$ cat src/icache_consts.svh
`ifndef ICACHE_CONSTS_SVH
`define ICACHE_CONSTS_SVH

// cache geometry
`define ICACHE_WAYS         2
`define ICACHE_SETS         16
`define ICACHE_LINE_WORDS   4    // words per line

// field widths
`define ICACHE_INDEX_BITS   4
`define ICACHE_OFFSET_BITS  2    // word offset inside a line
`define ICACHE_TAG_BITS     24

// address layout: tag 31:8, index 7:4, word offset 3:2, byte 1:0
`define ICACHE_OFFSET_LSB   2
`define ICACHE_INDEX_LSB    4
`define ICACHE_TAG_LSB      8

// round-robin pointer width, enough to name one way
`define ICACHE_WAY_PTR_BITS 1

`endif

$ cat src/icache_pkg.sv
`include "icache_consts.svh"

package icache_pkg;

  typedef logic [31:0]                       addr_t;     // byte address
  typedef logic [31:0]                       word_t;     // one instruction
  typedef logic [`ICACHE_TAG_BITS-1:0]       tag_t;
  typedef logic [`ICACHE_INDEX_BITS-1:0]     index_t;
  typedef logic [`ICACHE_OFFSET_BITS-1:0]    offset_t;
  typedef word_t [`ICACHE_LINE_WORDS-1:0]    line_t;     // word 0 in the low bits
  typedef logic [`ICACHE_WAYS-1:0]           way_mask_t; // one bit per way

  // fetch controller states
  typedef enum logic [1:0] {
    IDLE,
    LOOKUP,
    REFILL,
    FILL_WRITE
  } ctrl_state_t;

  // lookup request, broadcast to all ways
  typedef struct packed {
    logic    valid;
    index_t  index;
    tag_t    tag;
    offset_t offset_1;   // word offset of slot 1
  } lookup_t;

  // line write into the victim way
  typedef struct packed {
    logic      we;
    index_t    index;
    tag_t      tag;
    line_t     line;
    way_mask_t way;      // one-hot victim
  } fill_t;

  // per-way answer to a lookup
  typedef struct packed {
    logic  hit;
    line_t line;
  } way_resp_t;

endpackage

$ cat src/icache_ctrl.sv
`timescale 1ns/1ps
`include "icache_consts.svh"

module icache_ctrl import icache_pkg::*; (
  input  logic      clk,
  input  logic      reset,
  input  logic      cpu_req_1,
  input  logic      cpu_req_2,
  input  addr_t     instr_addr_1,
  input  addr_t     instr_addr_2,
  input  logic      hit,
  input  line_t     hit_line,
  input  way_mask_t victim,
  input  logic      refill_done,
  input  line_t     refill_line,
  output logic      cpu_addr_ok,
  output logic      cpu_data_ok,
  output logic      second_data_ok,
  output word_t     instr_rdata_1,
  output word_t     instr_rdata_2,
  output lookup_t   lookup,
  output fill_t     fill,
  output logic      refill_start,
  output addr_t     refill_addr
);

  ctrl_state_t state, state_next;

  addr_t   req_addr;      // accepted slot 1 address
  logic    pair_ok;       // slot 2 is the next word of the same line
  tag_t    req_tag;
  index_t  req_index;
  offset_t req_offset;
  offset_t next_offset;

  assign req_tag     = req_addr[31:`ICACHE_TAG_LSB];
  assign req_index   = req_addr[`ICACHE_TAG_LSB-1:`ICACHE_INDEX_LSB];
  assign req_offset  = req_addr[`ICACHE_INDEX_LSB-1:`ICACHE_OFFSET_LSB];
  assign next_offset = req_offset + 1'b1;  // wraps at 3, second_data_ok low then

  always_ff @(posedge clk) begin
    if (reset)
      state <= IDLE;
    else
      state <= state_next;
  end

  // capture the request on acceptance
  always_ff @(posedge clk) begin
    if (cpu_addr_ok && cpu_req_1) begin
      req_addr <= instr_addr_1;
      pair_ok  <= cpu_req_2 &&
                  (instr_addr_2 == instr_addr_1 + 32'd4) &&
                  (instr_addr_1[`ICACHE_INDEX_LSB-1:`ICACHE_OFFSET_LSB] != '1);
    end
  end

  always_comb begin
    state_next = state;
    case (state)
      IDLE:       if (cpu_req_1) state_next = LOOKUP;
      LOOKUP:     state_next = hit ? IDLE : REFILL;
      REFILL:     if (refill_done) state_next = FILL_WRITE;
      FILL_WRITE: state_next = LOOKUP;  // look again, now hits
      default:    state_next = IDLE;
    endcase
  end

  assign cpu_addr_ok    = (state == IDLE);
  assign cpu_data_ok    = (state == LOOKUP) && hit;
  assign second_data_ok = cpu_data_ok && pair_ok;

  // word pick from the hitting line
  assign instr_rdata_1 = hit_line[req_offset];
  assign instr_rdata_2 = hit_line[next_offset];

  always_comb begin
    lookup.valid    = (state == LOOKUP);
    lookup.index    = req_index;
    lookup.tag      = req_tag;
    lookup.offset_1 = req_offset;
  end

  // one-cycle write of the refilled line into the victim
  always_comb begin
    fill.we    = (state == FILL_WRITE);
    fill.index = req_index;
    fill.tag   = req_tag;
    fill.line  = refill_line;   // held by the refill engine
    fill.way   = victim;
  end

  assign refill_start = (state == LOOKUP) && !hit;  // miss
  assign refill_addr  = {req_tag, req_index, {`ICACHE_INDEX_LSB{1'b0}}};  // line base

endmodule

$ cat src/icache_way.sv
`timescale 1ns/1ps
`include "icache_consts.svh"

module icache_way import icache_pkg::*; #(
  parameter int WAY_ID = 0   // bit position in the fill mask
) (
  input  logic      clk,
  input  logic      reset,
  input  lookup_t   lookup,
  input  fill_t     fill,
  output way_resp_t resp
);

  logic [`ICACHE_SETS-1:0] valid;               // one per set
  tag_t                    tags [`ICACHE_SETS];
  line_t                   data [`ICACHE_SETS];
  logic                    wr_en;

  // this way is the victim of the current fill
  assign wr_en = fill.we && fill.way[WAY_ID];

  always_ff @(posedge clk) begin
    if (reset)
      valid <= '0;                 // whole cache empty after reset
    else if (wr_en)
      valid[fill.index] <= 1'b1;
  end

  // tag and data storage
  always_ff @(posedge clk) begin
    if (wr_en) begin
      tags[fill.index] <= fill.tag;
      data[fill.index] <= fill.line;
    end
  end

  // compare against the broadcast lookup, same cycle
  always_comb begin
    resp.hit  = lookup.valid &&
                valid[lookup.index] &&
                (tags[lookup.index] == lookup.tag);
    resp.line = data[lookup.index];  // full line, word picked later
  end

endmodule

$ cat src/icache_hit_select.sv
`timescale 1ns/1ps
`include "icache_consts.svh"

module icache_hit_select import icache_pkg::*; (
  input  logic      clk,
  input  logic      reset,
  input  way_resp_t resp [`ICACHE_WAYS],
  input  lookup_t   lookup,
  input  fill_t     fill,
  output logic      hit,
  output line_t     hit_line,
  output way_mask_t victim
);

  localparam logic [`ICACHE_WAY_PTR_BITS-1:0] LAST_WAY = `ICACHE_WAY_PTR_BITS'(`ICACHE_WAYS - 1);

  way_mask_t                      hits;
  logic [`ICACHE_WAY_PTR_BITS-1:0] rr_ptr [`ICACHE_SETS];  // next victim per set

  // gather hits, take the line of the hitting way
  always_comb begin
    hit_line = '0;
    for (int w = 0; w < `ICACHE_WAYS; w++) begin
      hits[w] = resp[w].hit;
      if (resp[w].hit)
        hit_line = resp[w].line;  // at most one way hits
    end
  end

  assign hit = lookup.valid && (|hits);

  // round robin, one pointer per set
  always_ff @(posedge clk) begin
    if (reset) begin
      for (int s = 0; s < `ICACHE_SETS; s++)
        rr_ptr[s] <= '0;          // way 0 first
    end else if (fill.we) begin
      if (rr_ptr[fill.index] == LAST_WAY)
        rr_ptr[fill.index] <= '0;
      else
        rr_ptr[fill.index] <= rr_ptr[fill.index] + 1'b1;
    end
  end

  // one-hot victim for the set being looked up
  assign victim = way_mask_t'(1) << rr_ptr[lookup.index];

endmodule

$ cat src/icache_refill.sv
`timescale 1ns/1ps
`include "icache_consts.svh"

module icache_refill import icache_pkg::*; (
  input  logic  clk,
  input  logic  reset,
  input  logic  refill_start,
  input  addr_t refill_addr,
  input  logic  mem_addr_ok,
  input  logic  mem_data_ok,
  input  word_t mem_read_data,
  output logic  mem_req,
  output addr_t mem_read_addr,
  output logic  refill_done,
  output line_t refill_line
);

  localparam offset_t LAST_WORD = offset_t'(`ICACHE_LINE_WORDS - 1);

  addr_t   base;          // line base address
  offset_t word_cnt;      // word being fetched
  logic    busy;          // refill in progress
  logic    outstanding;   // read accepted, data not back yet
  line_t   line_buf;

  // request held until addr_ok, then wait for the data
  assign mem_req       = busy && !outstanding;
  assign mem_read_addr = {base[31:`ICACHE_INDEX_LSB], word_cnt, 2'b00};
  assign refill_line   = line_buf;

  always_ff @(posedge clk) begin
    if (reset) begin
      busy        <= 1'b0;
      outstanding <= 1'b0;
      word_cnt    <= '0;
      refill_done <= 1'b0;
    end else begin
      refill_done <= 1'b0;          // pulse
      if (refill_start && !busy) begin
        busy        <= 1'b1;
        outstanding <= 1'b0;
        word_cnt    <= '0;          // ascending from the base
      end else if (busy) begin
        if (mem_req && mem_addr_ok)
          outstanding <= 1'b1;
        if (outstanding && mem_data_ok) begin
          outstanding <= 1'b0;
          word_cnt    <= word_cnt + 1'b1;
          if (word_cnt == LAST_WORD) begin
            busy        <= 1'b0;
            refill_done <= 1'b1;    // line complete
          end
        end
      end
    end
  end

  always_ff @(posedge clk) begin
    if (refill_start && !busy)
      base <= refill_addr;
  end

  // drop each returned word into its slot
  always_ff @(posedge clk) begin
    if (busy && outstanding && mem_data_ok)
      line_buf[word_cnt] <= mem_read_data;
  end

endmodule

$ cat src/icache_top.sv
`timescale 1ns/1ps
`include "icache_consts.svh"

module icache_top import icache_pkg::*; (
  input  logic  clk,
  input  logic  reset,

  // cpu fetch side, two slots
  input  logic  cpu_req_1,
  input  logic  cpu_req_2,
  input  addr_t instr_addr_1,
  input  addr_t instr_addr_2,
  output logic  cpu_addr_ok,
  output logic  cpu_data_ok,
  output logic  second_data_ok,
  output word_t instr_rdata_1,
  output word_t instr_rdata_2,

  // sram-like read channel
  output logic  mem_req,
  output addr_t mem_read_addr,
  input  word_t mem_read_data,
  input  logic  mem_addr_ok,
  input  logic  mem_data_ok
);

  lookup_t   lookup;
  fill_t     fill;
  way_resp_t way_resp [`ICACHE_WAYS];
  logic      hit;
  line_t     hit_line;
  way_mask_t victim;
  logic      refill_start;
  addr_t     refill_addr;
  logic      refill_done;
  line_t     refill_line;

  icache_ctrl u_ctrl (
    .clk            (clk),
    .reset          (reset),
    .cpu_req_1      (cpu_req_1),
    .cpu_req_2      (cpu_req_2),
    .instr_addr_1   (instr_addr_1),
    .instr_addr_2   (instr_addr_2),
    .hit            (hit),
    .hit_line       (hit_line),
    .victim         (victim),
    .refill_done    (refill_done),
    .refill_line    (refill_line),
    .cpu_addr_ok    (cpu_addr_ok),
    .cpu_data_ok    (cpu_data_ok),
    .second_data_ok (second_data_ok),
    .instr_rdata_1  (instr_rdata_1),
    .instr_rdata_2  (instr_rdata_2),
    .lookup         (lookup),
    .fill           (fill),
    .refill_start   (refill_start),
    .refill_addr    (refill_addr)
  );

  // identical ways, each answers the same lookup
  for (genvar w = 0; w < `ICACHE_WAYS; w++) begin : g_way
    icache_way #(.WAY_ID(w)) u_way (
      .clk    (clk),
      .reset  (reset),
      .lookup (lookup),
      .fill   (fill),
      .resp   (way_resp[w])
    );
  end

  icache_hit_select u_hit_select (
    .clk      (clk),
    .reset    (reset),
    .resp     (way_resp),
    .lookup   (lookup),
    .fill     (fill),
    .hit      (hit),
    .hit_line (hit_line),
    .victim   (victim)
  );

  icache_refill u_refill (
    .clk           (clk),
    .reset         (reset),
    .refill_start  (refill_start),
    .refill_addr   (refill_addr),
    .mem_addr_ok   (mem_addr_ok),
    .mem_data_ok   (mem_data_ok),
    .mem_read_data (mem_read_data),
    .mem_req       (mem_req),
    .mem_read_addr (mem_read_addr),
    .refill_done   (refill_done),
    .refill_line   (refill_line)
  );

endmodule

$ cat config.mk
export PLATFORM = sky130hd
export DESIGN_NAME = icache_top
export DESIGN_NICKNAME = d
export VERILOG_FILES = /design/src/icache_pkg.sv /design/src/icache_ctrl.sv /design/src/icache_way.sv /design/src/icache_hit_select.sv /design/src/icache_refill.sv /design/src/icache_top.sv
export VERILOG_INCLUDE_DIRS = /design/src /design/src/src
export SDC_FILE = /design/constraint.sdc
export NUM_CORES = 2
export LEC_CHECK = 0
export ABC_CLOCK_PERIOD_IN_PS = 10800
export BUFFER_PORTS_ARGS = -buffer_cell sky130_fd_sc_hd__buf_2
export CAP_MARGIN = 20
export CORE_MARGIN = 1.5
export CORE_UTILIZATION = 53
export CTS_CLUSTER_SIZE = 12
export DETAILED_ROUTE_END_ITERATION = 8
export PLACE_DENSITY = 0.71
export SYNTH_ARGS = -nofsm -noshare
export SYNTH_HDL_FRONTEND = slang
export SYNTH_MEMORY_MAX_BITS = 65536
export SYNTH_SLANG_ARGS = --single-unit
$ cat constraint.sdc
create_clock -name clk -period 10.8 [get_ports clk]
set_input_delay 2.16 -clock clk [delete_from_list [all_inputs] [get_ports clk]]
set_output_delay 2.16 -clock clk [all_outputs]
set_load 0.01 [all_outputs]
==> Word-level counts from Yosys, hierarchy flattened <==
Memories as Yosys holds them, arrays and structs flattened. A register that Yosys moved wholly into a read port is not among the register bits.
Index checks and enable logic that the tools add are counted.
{ "totals": {"regBits": 228, "latchBits": 0, "mem_bits_rw": 4880, "mem_bits_ro": 0, "in_bits": 102, "out_inout_bits": 100, "mem_count": 5} }
{ "memory_table": {"columns": ["name", "depth", "width", "read_ports", "rd_ports_with_merged_regs", "wr", "line", "text"], "rows": [
  ["g_way[0].u_way.data", 16, 128, 1, 1, 1, "icache_way.sv:16", "line_t data [`ICACHE_SETS];"],
  ["g_way[1].u_way.data", 16, 128, 1, 1, 1, "icache_way.sv:16", null],
  ["g_way[0].u_way.tags", 16, 24, 1, 1, 1, "icache_way.sv:15", "tag_t tags [`ICACHE_SETS];"],
  ["g_way[1].u_way.tags", 16, 24, 1, 1, 1, "icache_way.sv:15", null],
  ["u_hit_select.rr_ptr", 16, 1, 1, 1, 16, "icache_hit_select.sv:18", "logic [`ICACHE_WAY_PTR_BITS-1:0] rr_ptr [`ICACHE_SETS];"]
]} }
{ "op_classes": {"n_addsub": 4, "mul": 0, "n_div": 0, "n_lt_le_gt_ge": 6, "n_eq_ne": 10, "shifts": 1, "n_mux": 49, "bitwise_logic": 5, "n_reduce_logical": 33} }
{ "ops": {"columns": ["op", "count"], "rows": [
  ["128-bit 2-to-1 mux", 2],
  ["32-bit binary-select mux with 2-bit select", 2],
  ["128-bit bitwise mux", 1],
  ["32-bit 2-to-1 mux", 3],
  ["32-bit demux with 2-bit select", 1],
  ["24-bit == test", 2],
  ["32-bit by 3-bit adder with 32-bit output (second input constant)", 1],
  ["32-bit == test", 1],
  ["16-bit OR", 2],
  ["1-bit 2-to-1 mux", 27],
  ["4-bit 2-to-1 mux", 6],
  ["1-bit logical AND", 21],
  ["2-bit by 3-bit < comparator with 1-bit output (second input constant)", 3],
  ["1-bit binary-select mux with 4-bit select", 2],
  ["2-bit one-hot mux with 4 select lines", 1],
  ["2-bit == test (second input constant)", 3],
  ["2-bit 2-to-1 mux", 3],
  ["2-bit AND reduction", 3],
  ["4-bit by 5-bit < comparator with 1-bit output (second input constant)", 1],
  ["2-bit by 1-bit adder with 2-bit output (second input constant)", 2],
  ["1-bit demux with 4-bit select", 1],
  ["4-bit by 1-bit >= comparator with 1-bit output (second input constant)", 1],
  ["2-bit != test (second input constant)", 2],
  ["2-bit OR reduction", 2],
  ["other kinds (12)", 15]
]} }

==> Logic depth before layout (Yosys ltp) <==
{ "logic_depth": {"ltp_word": 10, "mapped_depth": 19, "depth_no_buf": 11} }

==> Modules after synthesis <==
Synthesis repeated with hierarchy kept, for this count alone.
{ "unflattened": {"cells_unflattened": 8236, "area_unflattened_um2": 197115.3} }
{ "modules_own_cells": {"columns": ["module", "instances", "cells_each", "area_each_um2"], "rows": [
  ["icache_way", 2, 3664, 92364.8],
  ["icache_ctrl", 1, 473, 5124.9],
  ["icache_refill", 1, 189, 4991.0],
  ["icache_hit_select", 1, 246, 2269.7]
]} }

==> Least setup slack after synthesis <==
OpenSTA, ideal clock, no wires.
{ "synth_timing": {"path_kind": "register to register", "startpoint": "reg (tool-made name)", "endpoint": "mem g_way[0].u_way.data[15][0] (netlist name), enable pin", "arrival_ns": 9.660, "path_slack_ns": 0.474, "path_stages_with_launch": 17, "path_cell_list": "dfxtp_1 buf_6 buf_12 buf_6 buf_6 buf_6 buf_6 buf_6 buf_6 buf_6 buf_2 mux4_2 mux2_2 o21a_1 buf_2 buf_1 nor2_1"} }
{ "synth_rtl": {"columns": ["item", "line"], "rows": [
  ["end, declared", "icache_way.sv:16"]
]} }

==> flow_summary.json <==
{
  "arrival_ns": 7.65,
  "dr.pass1.iters": 6,
  "clock-root-buffer": "sky130_fd_sc_hd__clkbuf_16",
  "io_pins": 202,
  "setup_tns_ns": 0,
  "net_count_final": 9083,
  "grt_setup_unrepaired": "no",
  "synth_area_um2": 197400,
  "cts_sinks": 5110,
  "transition_time_at_the_pin_with_the_least_slew_margin_ns": 1.197,
  "post_cts.resized_instances": 0,
  "run_status": "complete, no violations",
  "clk_pin_slew_worst_paths_ns": 0.06,
  "synth_area_leaders": "sky130_fd_sc_hd__edfxtp_1 77%, sky130_fd_sc_hd__mux4_2 16%, sky130_fd_sc_hd__mux2i_1 1.0%, sky130_fd_sc_hd__mux2_2 0.64%, sky130_fd_sc_hd__dfxtp_1 0.44%",
  "path_depth": 13,
  "finalHoldViolCount": 0,
  "wire_length_of_the_first_global_routing_pass_um": 719700,
  "drt-wirelength-per-cell_um": 35.84,
  "timing.critical_path.from_type": "flip-flop",
  "report.final.setup_viol": 0,
  "total_die_area_um2": 376100,
  "final_antenna_net_count": 0,
  "areaGrowthSynthToFinish_pct": 11.33,
  "swShare_pct": 26.28,
  "critical_path_s_largest_stage_delay_ns": 0.99,
  "yosysWarningCount": 0,
  "max_cap_violations": 0,
  "synthesis.area_per_instance_um2": 23.25,
  "detailroute.via_count": 95190,
  "ctsHoldBuffers": 0,
  "groute.usage.overall_pct": 27.11,
  "cell_internal_pwr_mw": 35.78,
  "seq_power_share_pct": 45.6,
  "num-fill-cells": 25050,
  "reg2reg_to": "u_refill.base[6]$_DFFE_PP_",
  "synth_largest_type_area_fraction_pct": 77.09,
  "synth.lib_cells_used.distinct": 75,
  "drt_iter0_drc": 12930,
  "final.min_clock_period_ns": 9.811,
  "synthArstFlopShare_pct": 0,
  "layout-drive-gt1-share_pct": 28.05,
  "synthFlopType": "sky130_fd_sc_hd__edfxtp_1",
  "clock.fmax_mhz": 101.9,
  "std_cell_rows": 223,
  "timing.slew.headroom_pct": 20.19,
  "numCtsBuffers": 523,
  "port-buffer-count": 199,
  "ff2ff_path_depth": 12,
  "setup.reg_to_reg.worst_slack_ns": 4.51,
  "critical-path-top-delay-family": "simple AND/OR/NAND/NOR gates",
  "initial_core_utilization_pct": 53.38,
  "layout.area.seq_um2": 153000,
  "final_cells": 14210,
  "cts-htree-levels": 6,
  "cts.repair_timing.setup_buffer_count": 0,
  "route.met2.wl_um": 252500,
  "cp_data_required_time_ns": 8.64,
  "post-route-period-util_pct": 90.84,
  "end_kind": "output port",
  "worst-path-max-fanout": 55,
  "critical_path_class": "reg -> out",
  "drt-total-wl_um": 509200,
  "pwr-share-clk_pct": 33.8,
  "residual_drc": 0,
  "wl_met3_um": 49650,
  "grt_start_max_net_pins": 160,
  "globalRoute.totalOverflow": 0,
  "hold-path-cell-count": 0,
  "path_buf_inv": 3,
  "total_switching_power_mw": 12.76,
  "first_global_vias": 96100,
  "p_leak_nw": 68.40,
  "fp.dieH_um": 613.2,
  "globalplace.congestion": 0.8266,
  "detail_route.vias_per_cell": 6.699,
  "synthDominantAreaCellType": "sky130_fd_sc_hd__edfxtp_1",
  "clock_insertion_delay_worst_skew_ns": 1.01,
  "core-area_um2": 369700,
  "yosysSeqAreaShare_pct": 77.53,
  "die_width_um": 613.2,
  "worst_hold_path_type": "reg -> reg",
  "path_cells": "buf_4 > buf_4 > mux4_2 > mux2i_1 > xnor2_1 > nor4_2 > a31oi_1 > a2111o_1 > or4_4 > nand2_4 > o21ai_0 > mux2i_1 > buf_2",
  "detailedPlacementHpwl_um": 253400,
  "placed_cells": 13390,
  "crit_end": "instr_rdata_1[29]",
  "yosys_register_bits": 5110,
  "drv_slew": 0,
  "cts_tree": "built",
  "finClkSkew_ns": 0.04281,
  "power.ir.vdd_worst_mv": 0.2051,
  "maxUsedRoutingLayer": "met5",
  "comb_power_share_pct": 20.6,
  "multi_input_area_um2": 42090,
  "postLayoutCellArea_um2": 219700,
  "antenna_found_initial": 21,
  "design_power_total_mw": 48.54,
  "synth_enable_flop_cells": 5067,
  "dpl_cell_area_um2": 204600,
  "critical-path-slowest-cell": "sky130_fd_sc_hd__dfxtp_4",
  "wl_met1_um": 186500,
  "power-per-cell-area_nw_per_um2": 220.9,
  "post_synthesis_cell_count": 8489,
  "clk_buf_depth": 4
}
-- area by class of cell --
class / count / area share, %
Antenna cell: 18 / 0.02050
Clock buffer: 660 / 6.377
Clock inverter: 135 / 0.4726
Timing Repair Buffer: 425 / 1.474
Inverter: 18 / 0.03303
Sequential cell: 5110 / 69.65
Tap cell: 4950 / 2.819
Multi-Input combinational cell: 2893 / 19.16
-- synth_stat cells, types with 7 or more instances --
library cell,count
sky130_fd_sc_hd__a211oi_1,72
sky130_fd_sc_hd__mux2_2,112
sky130_fd_sc_hd__clkbuf_1,177
sky130_fd_sc_hd__nor2_1,164
sky130_fd_sc_hd__buf_2,155
sky130_fd_sc_hd__a22oi_1,19
sky130_fd_sc_hd__mux2i_1,202
sky130_fd_sc_hd__buf_4,72
sky130_fd_sc_hd__xnor2_1,69
sky130_fd_sc_hd__buf_1,31
sky130_fd_sc_hd__nand2b_1,24
sky130_fd_sc_hd__nor2b_1,56
sky130_fd_sc_hd__inv_1,18
sky130_fd_sc_hd__o22ai_1,23
sky130_fd_sc_hd__and4_1,7
sky130_fd_sc_hd__a21oi_1,117
sky130_fd_sc_hd__o32a_1,29
sky130_fd_sc_hd__a211o_1,11
sky130_fd_sc_hd__o221ai_1,14
sky130_fd_sc_hd__dfxtp_1,43
sky130_fd_sc_hd__nor4_1,13
sky130_fd_sc_hd__buf_6,29
sky130_fd_sc_hd__nand3_1,24
sky130_fd_sc_hd__nor3b_1,36
sky130_fd_sc_hd__mux4_1,8
sky130_fd_sc_hd__xor2_1,31
sky130_fd_sc_hd__and2_1,11
sky130_fd_sc_hd__nand4_1,13
sky130_fd_sc_hd__a22o_1,9
sky130_fd_sc_hd__o21ai_0,89
sky130_fd_sc_hd__mux4_2,1381
sky130_fd_sc_hd__nand2_1,185
sky130_fd_sc_hd__ha_1,10
sky130_fd_sc_hd__o21a_1,20
sky130_fd_sc_hd__edfxtp_1,5067
sky130_fd_sc_hd__nor3_1,26
sky130_fd_sc_hd__and3_1,27
-- logic make-up after synthesis --
family                     after synthesis  synth area share (%)
AOI/OAI and AO/OA                      462                 1.591
xor gates and xnor gates               100                0.4438
adders and majority gates               10               0.06340
buffers and inverters                  487                 1.296
DFF                                   5110                 77.53
muxes                                 1705                 17.54
other                                    1              0.001900
and+or+nand+nor                        614                 1.528
-- power groups by stage --
stage	clock network, mW	logic (mW)	registers [mW]
finish	16.4	9.98	22.1
global route	17.3	10.5	22.2
CTS	16.6	10.0	22.1
detailed placement	0	9.95	22.6
global placement	0	9.90	22.5
floorplan	0	7.32	22.6
-- sequential cells by signal, summed over array words and instances (netlist names), named ones only --
register and flops:
g_way.u_way.data 4096, g_way.u_way.tags 768, u_refill.refill_line 128, g_way.u_way.valid 32, u_ctrl.req_addr 30, u_refill.base 28
u_hit_select.rr_ptr 16, u_ctrl.state 2, u_refill.word_cnt 2, u_ctrl.pair_ok 1, u_refill.busy 1, u_refill.outstanding 1
u_refill.refill_done 1
-- per-layer routing --
metal  up-vias  GRT usage, %
li1      37070             -
met1     51300         37.26
met2      5824         44.47
met3       981         4.163
met4         6         10.11
met5         -             0
-- cells in the final DEF, fill, tap and decap left out, types with 14 or more instances in the layout --
cell type,Yosys,layout
sky130_fd_sc_hd__nand3_1,24,24
sky130_fd_sc_hd__xnor2_1,69,69
sky130_fd_sc_hd__diode_2,0,18
sky130_fd_sc_hd__clkinv_2,0,17
sky130_fd_sc_hd__nand2b_1,24,24
sky130_fd_sc_hd__nor3_1,26,26
sky130_fd_sc_hd__edfxtp_1,5067,5067
sky130_fd_sc_hd__a21oi_1,117,117
sky130_fd_sc_hd__buf_2,155,199
sky130_fd_sc_hd__inv_6,0,18
sky130_fd_sc_hd__o22ai_1,23,23
sky130_fd_sc_hd__o32a_1,29,29
sky130_fd_sc_hd__and3_1,27,27
sky130_fd_sc_hd__nor2_1,164,132
sky130_fd_sc_hd__o221ai_1,14,14
sky130_fd_sc_hd__nand2_1,185,184
sky130_fd_sc_hd__xor2_1,31,31
sky130_fd_sc_hd__mux2i_1,202,202
sky130_fd_sc_hd__mux2_2,112,112
sky130_fd_sc_hd__o21a_1,20,19
sky130_fd_sc_hd__nor2_4,0,32
sky130_fd_sc_hd__clkinv_1,0,71
sky130_fd_sc_hd__nor3b_1,36,35
sky130_fd_sc_hd__dfxtp_1,43,39
sky130_fd_sc_hd__inv_1,18,17
sky130_fd_sc_hd__mux4_2,1381,1381
sky130_fd_sc_hd__a22oi_1,19,19
sky130_fd_sc_hd__buf_12,1,42
sky130_fd_sc_hd__o21ai_0,89,89
sky130_fd_sc_hd__clkbuf_16,0,539
sky130_fd_sc_hd__nor2b_1,56,56
sky130_fd_sc_hd__buf_4,72,183
sky130_fd_sc_hd__a211oi_1,72,72
sky130_fd_sc_hd__clkbuf_1,177,114
-- how the worst min path moves through the flow --
stage                                        to                     startpoint
floorplan            u_refill.base[4]$_DFFE_PP_   u_ctrl.req_addr[4]$_DFFE_PP_
global placement    u_refill.base[23]$_DFFE_PP_  u_ctrl.req_addr[23]$_DFFE_PP_
detailed placement  u_refill.base[23]$_DFFE_PP_  u_ctrl.req_addr[23]$_DFFE_PP_
CTS                 u_refill.base[30]$_DFFE_PP_  u_ctrl.req_addr[30]$_DFFE_PP_
global route        u_refill.base[23]$_DFFE_PP_  u_ctrl.req_addr[23]$_DFFE_PP_
finish              u_refill.base[30]$_DFFE_PP_  u_ctrl.req_addr[30]$_DFFE_PP_
-- stage by stage --
stage          setup WS (ns)  hold slack, ns  utilization (%)
2_1_floorplan         0.4736          0.4206                -
3_3_place_gp           2.111          0.4426            55.33
4_1_cts               0.9508          0.4681            59.41
5_1_grt               0.7761          0.4848            59.42
6_report              0.9892          0.4658            59.43
3_5_place_dp           2.052          0.4479            55.34
Power figures use the tool's default switching activity.
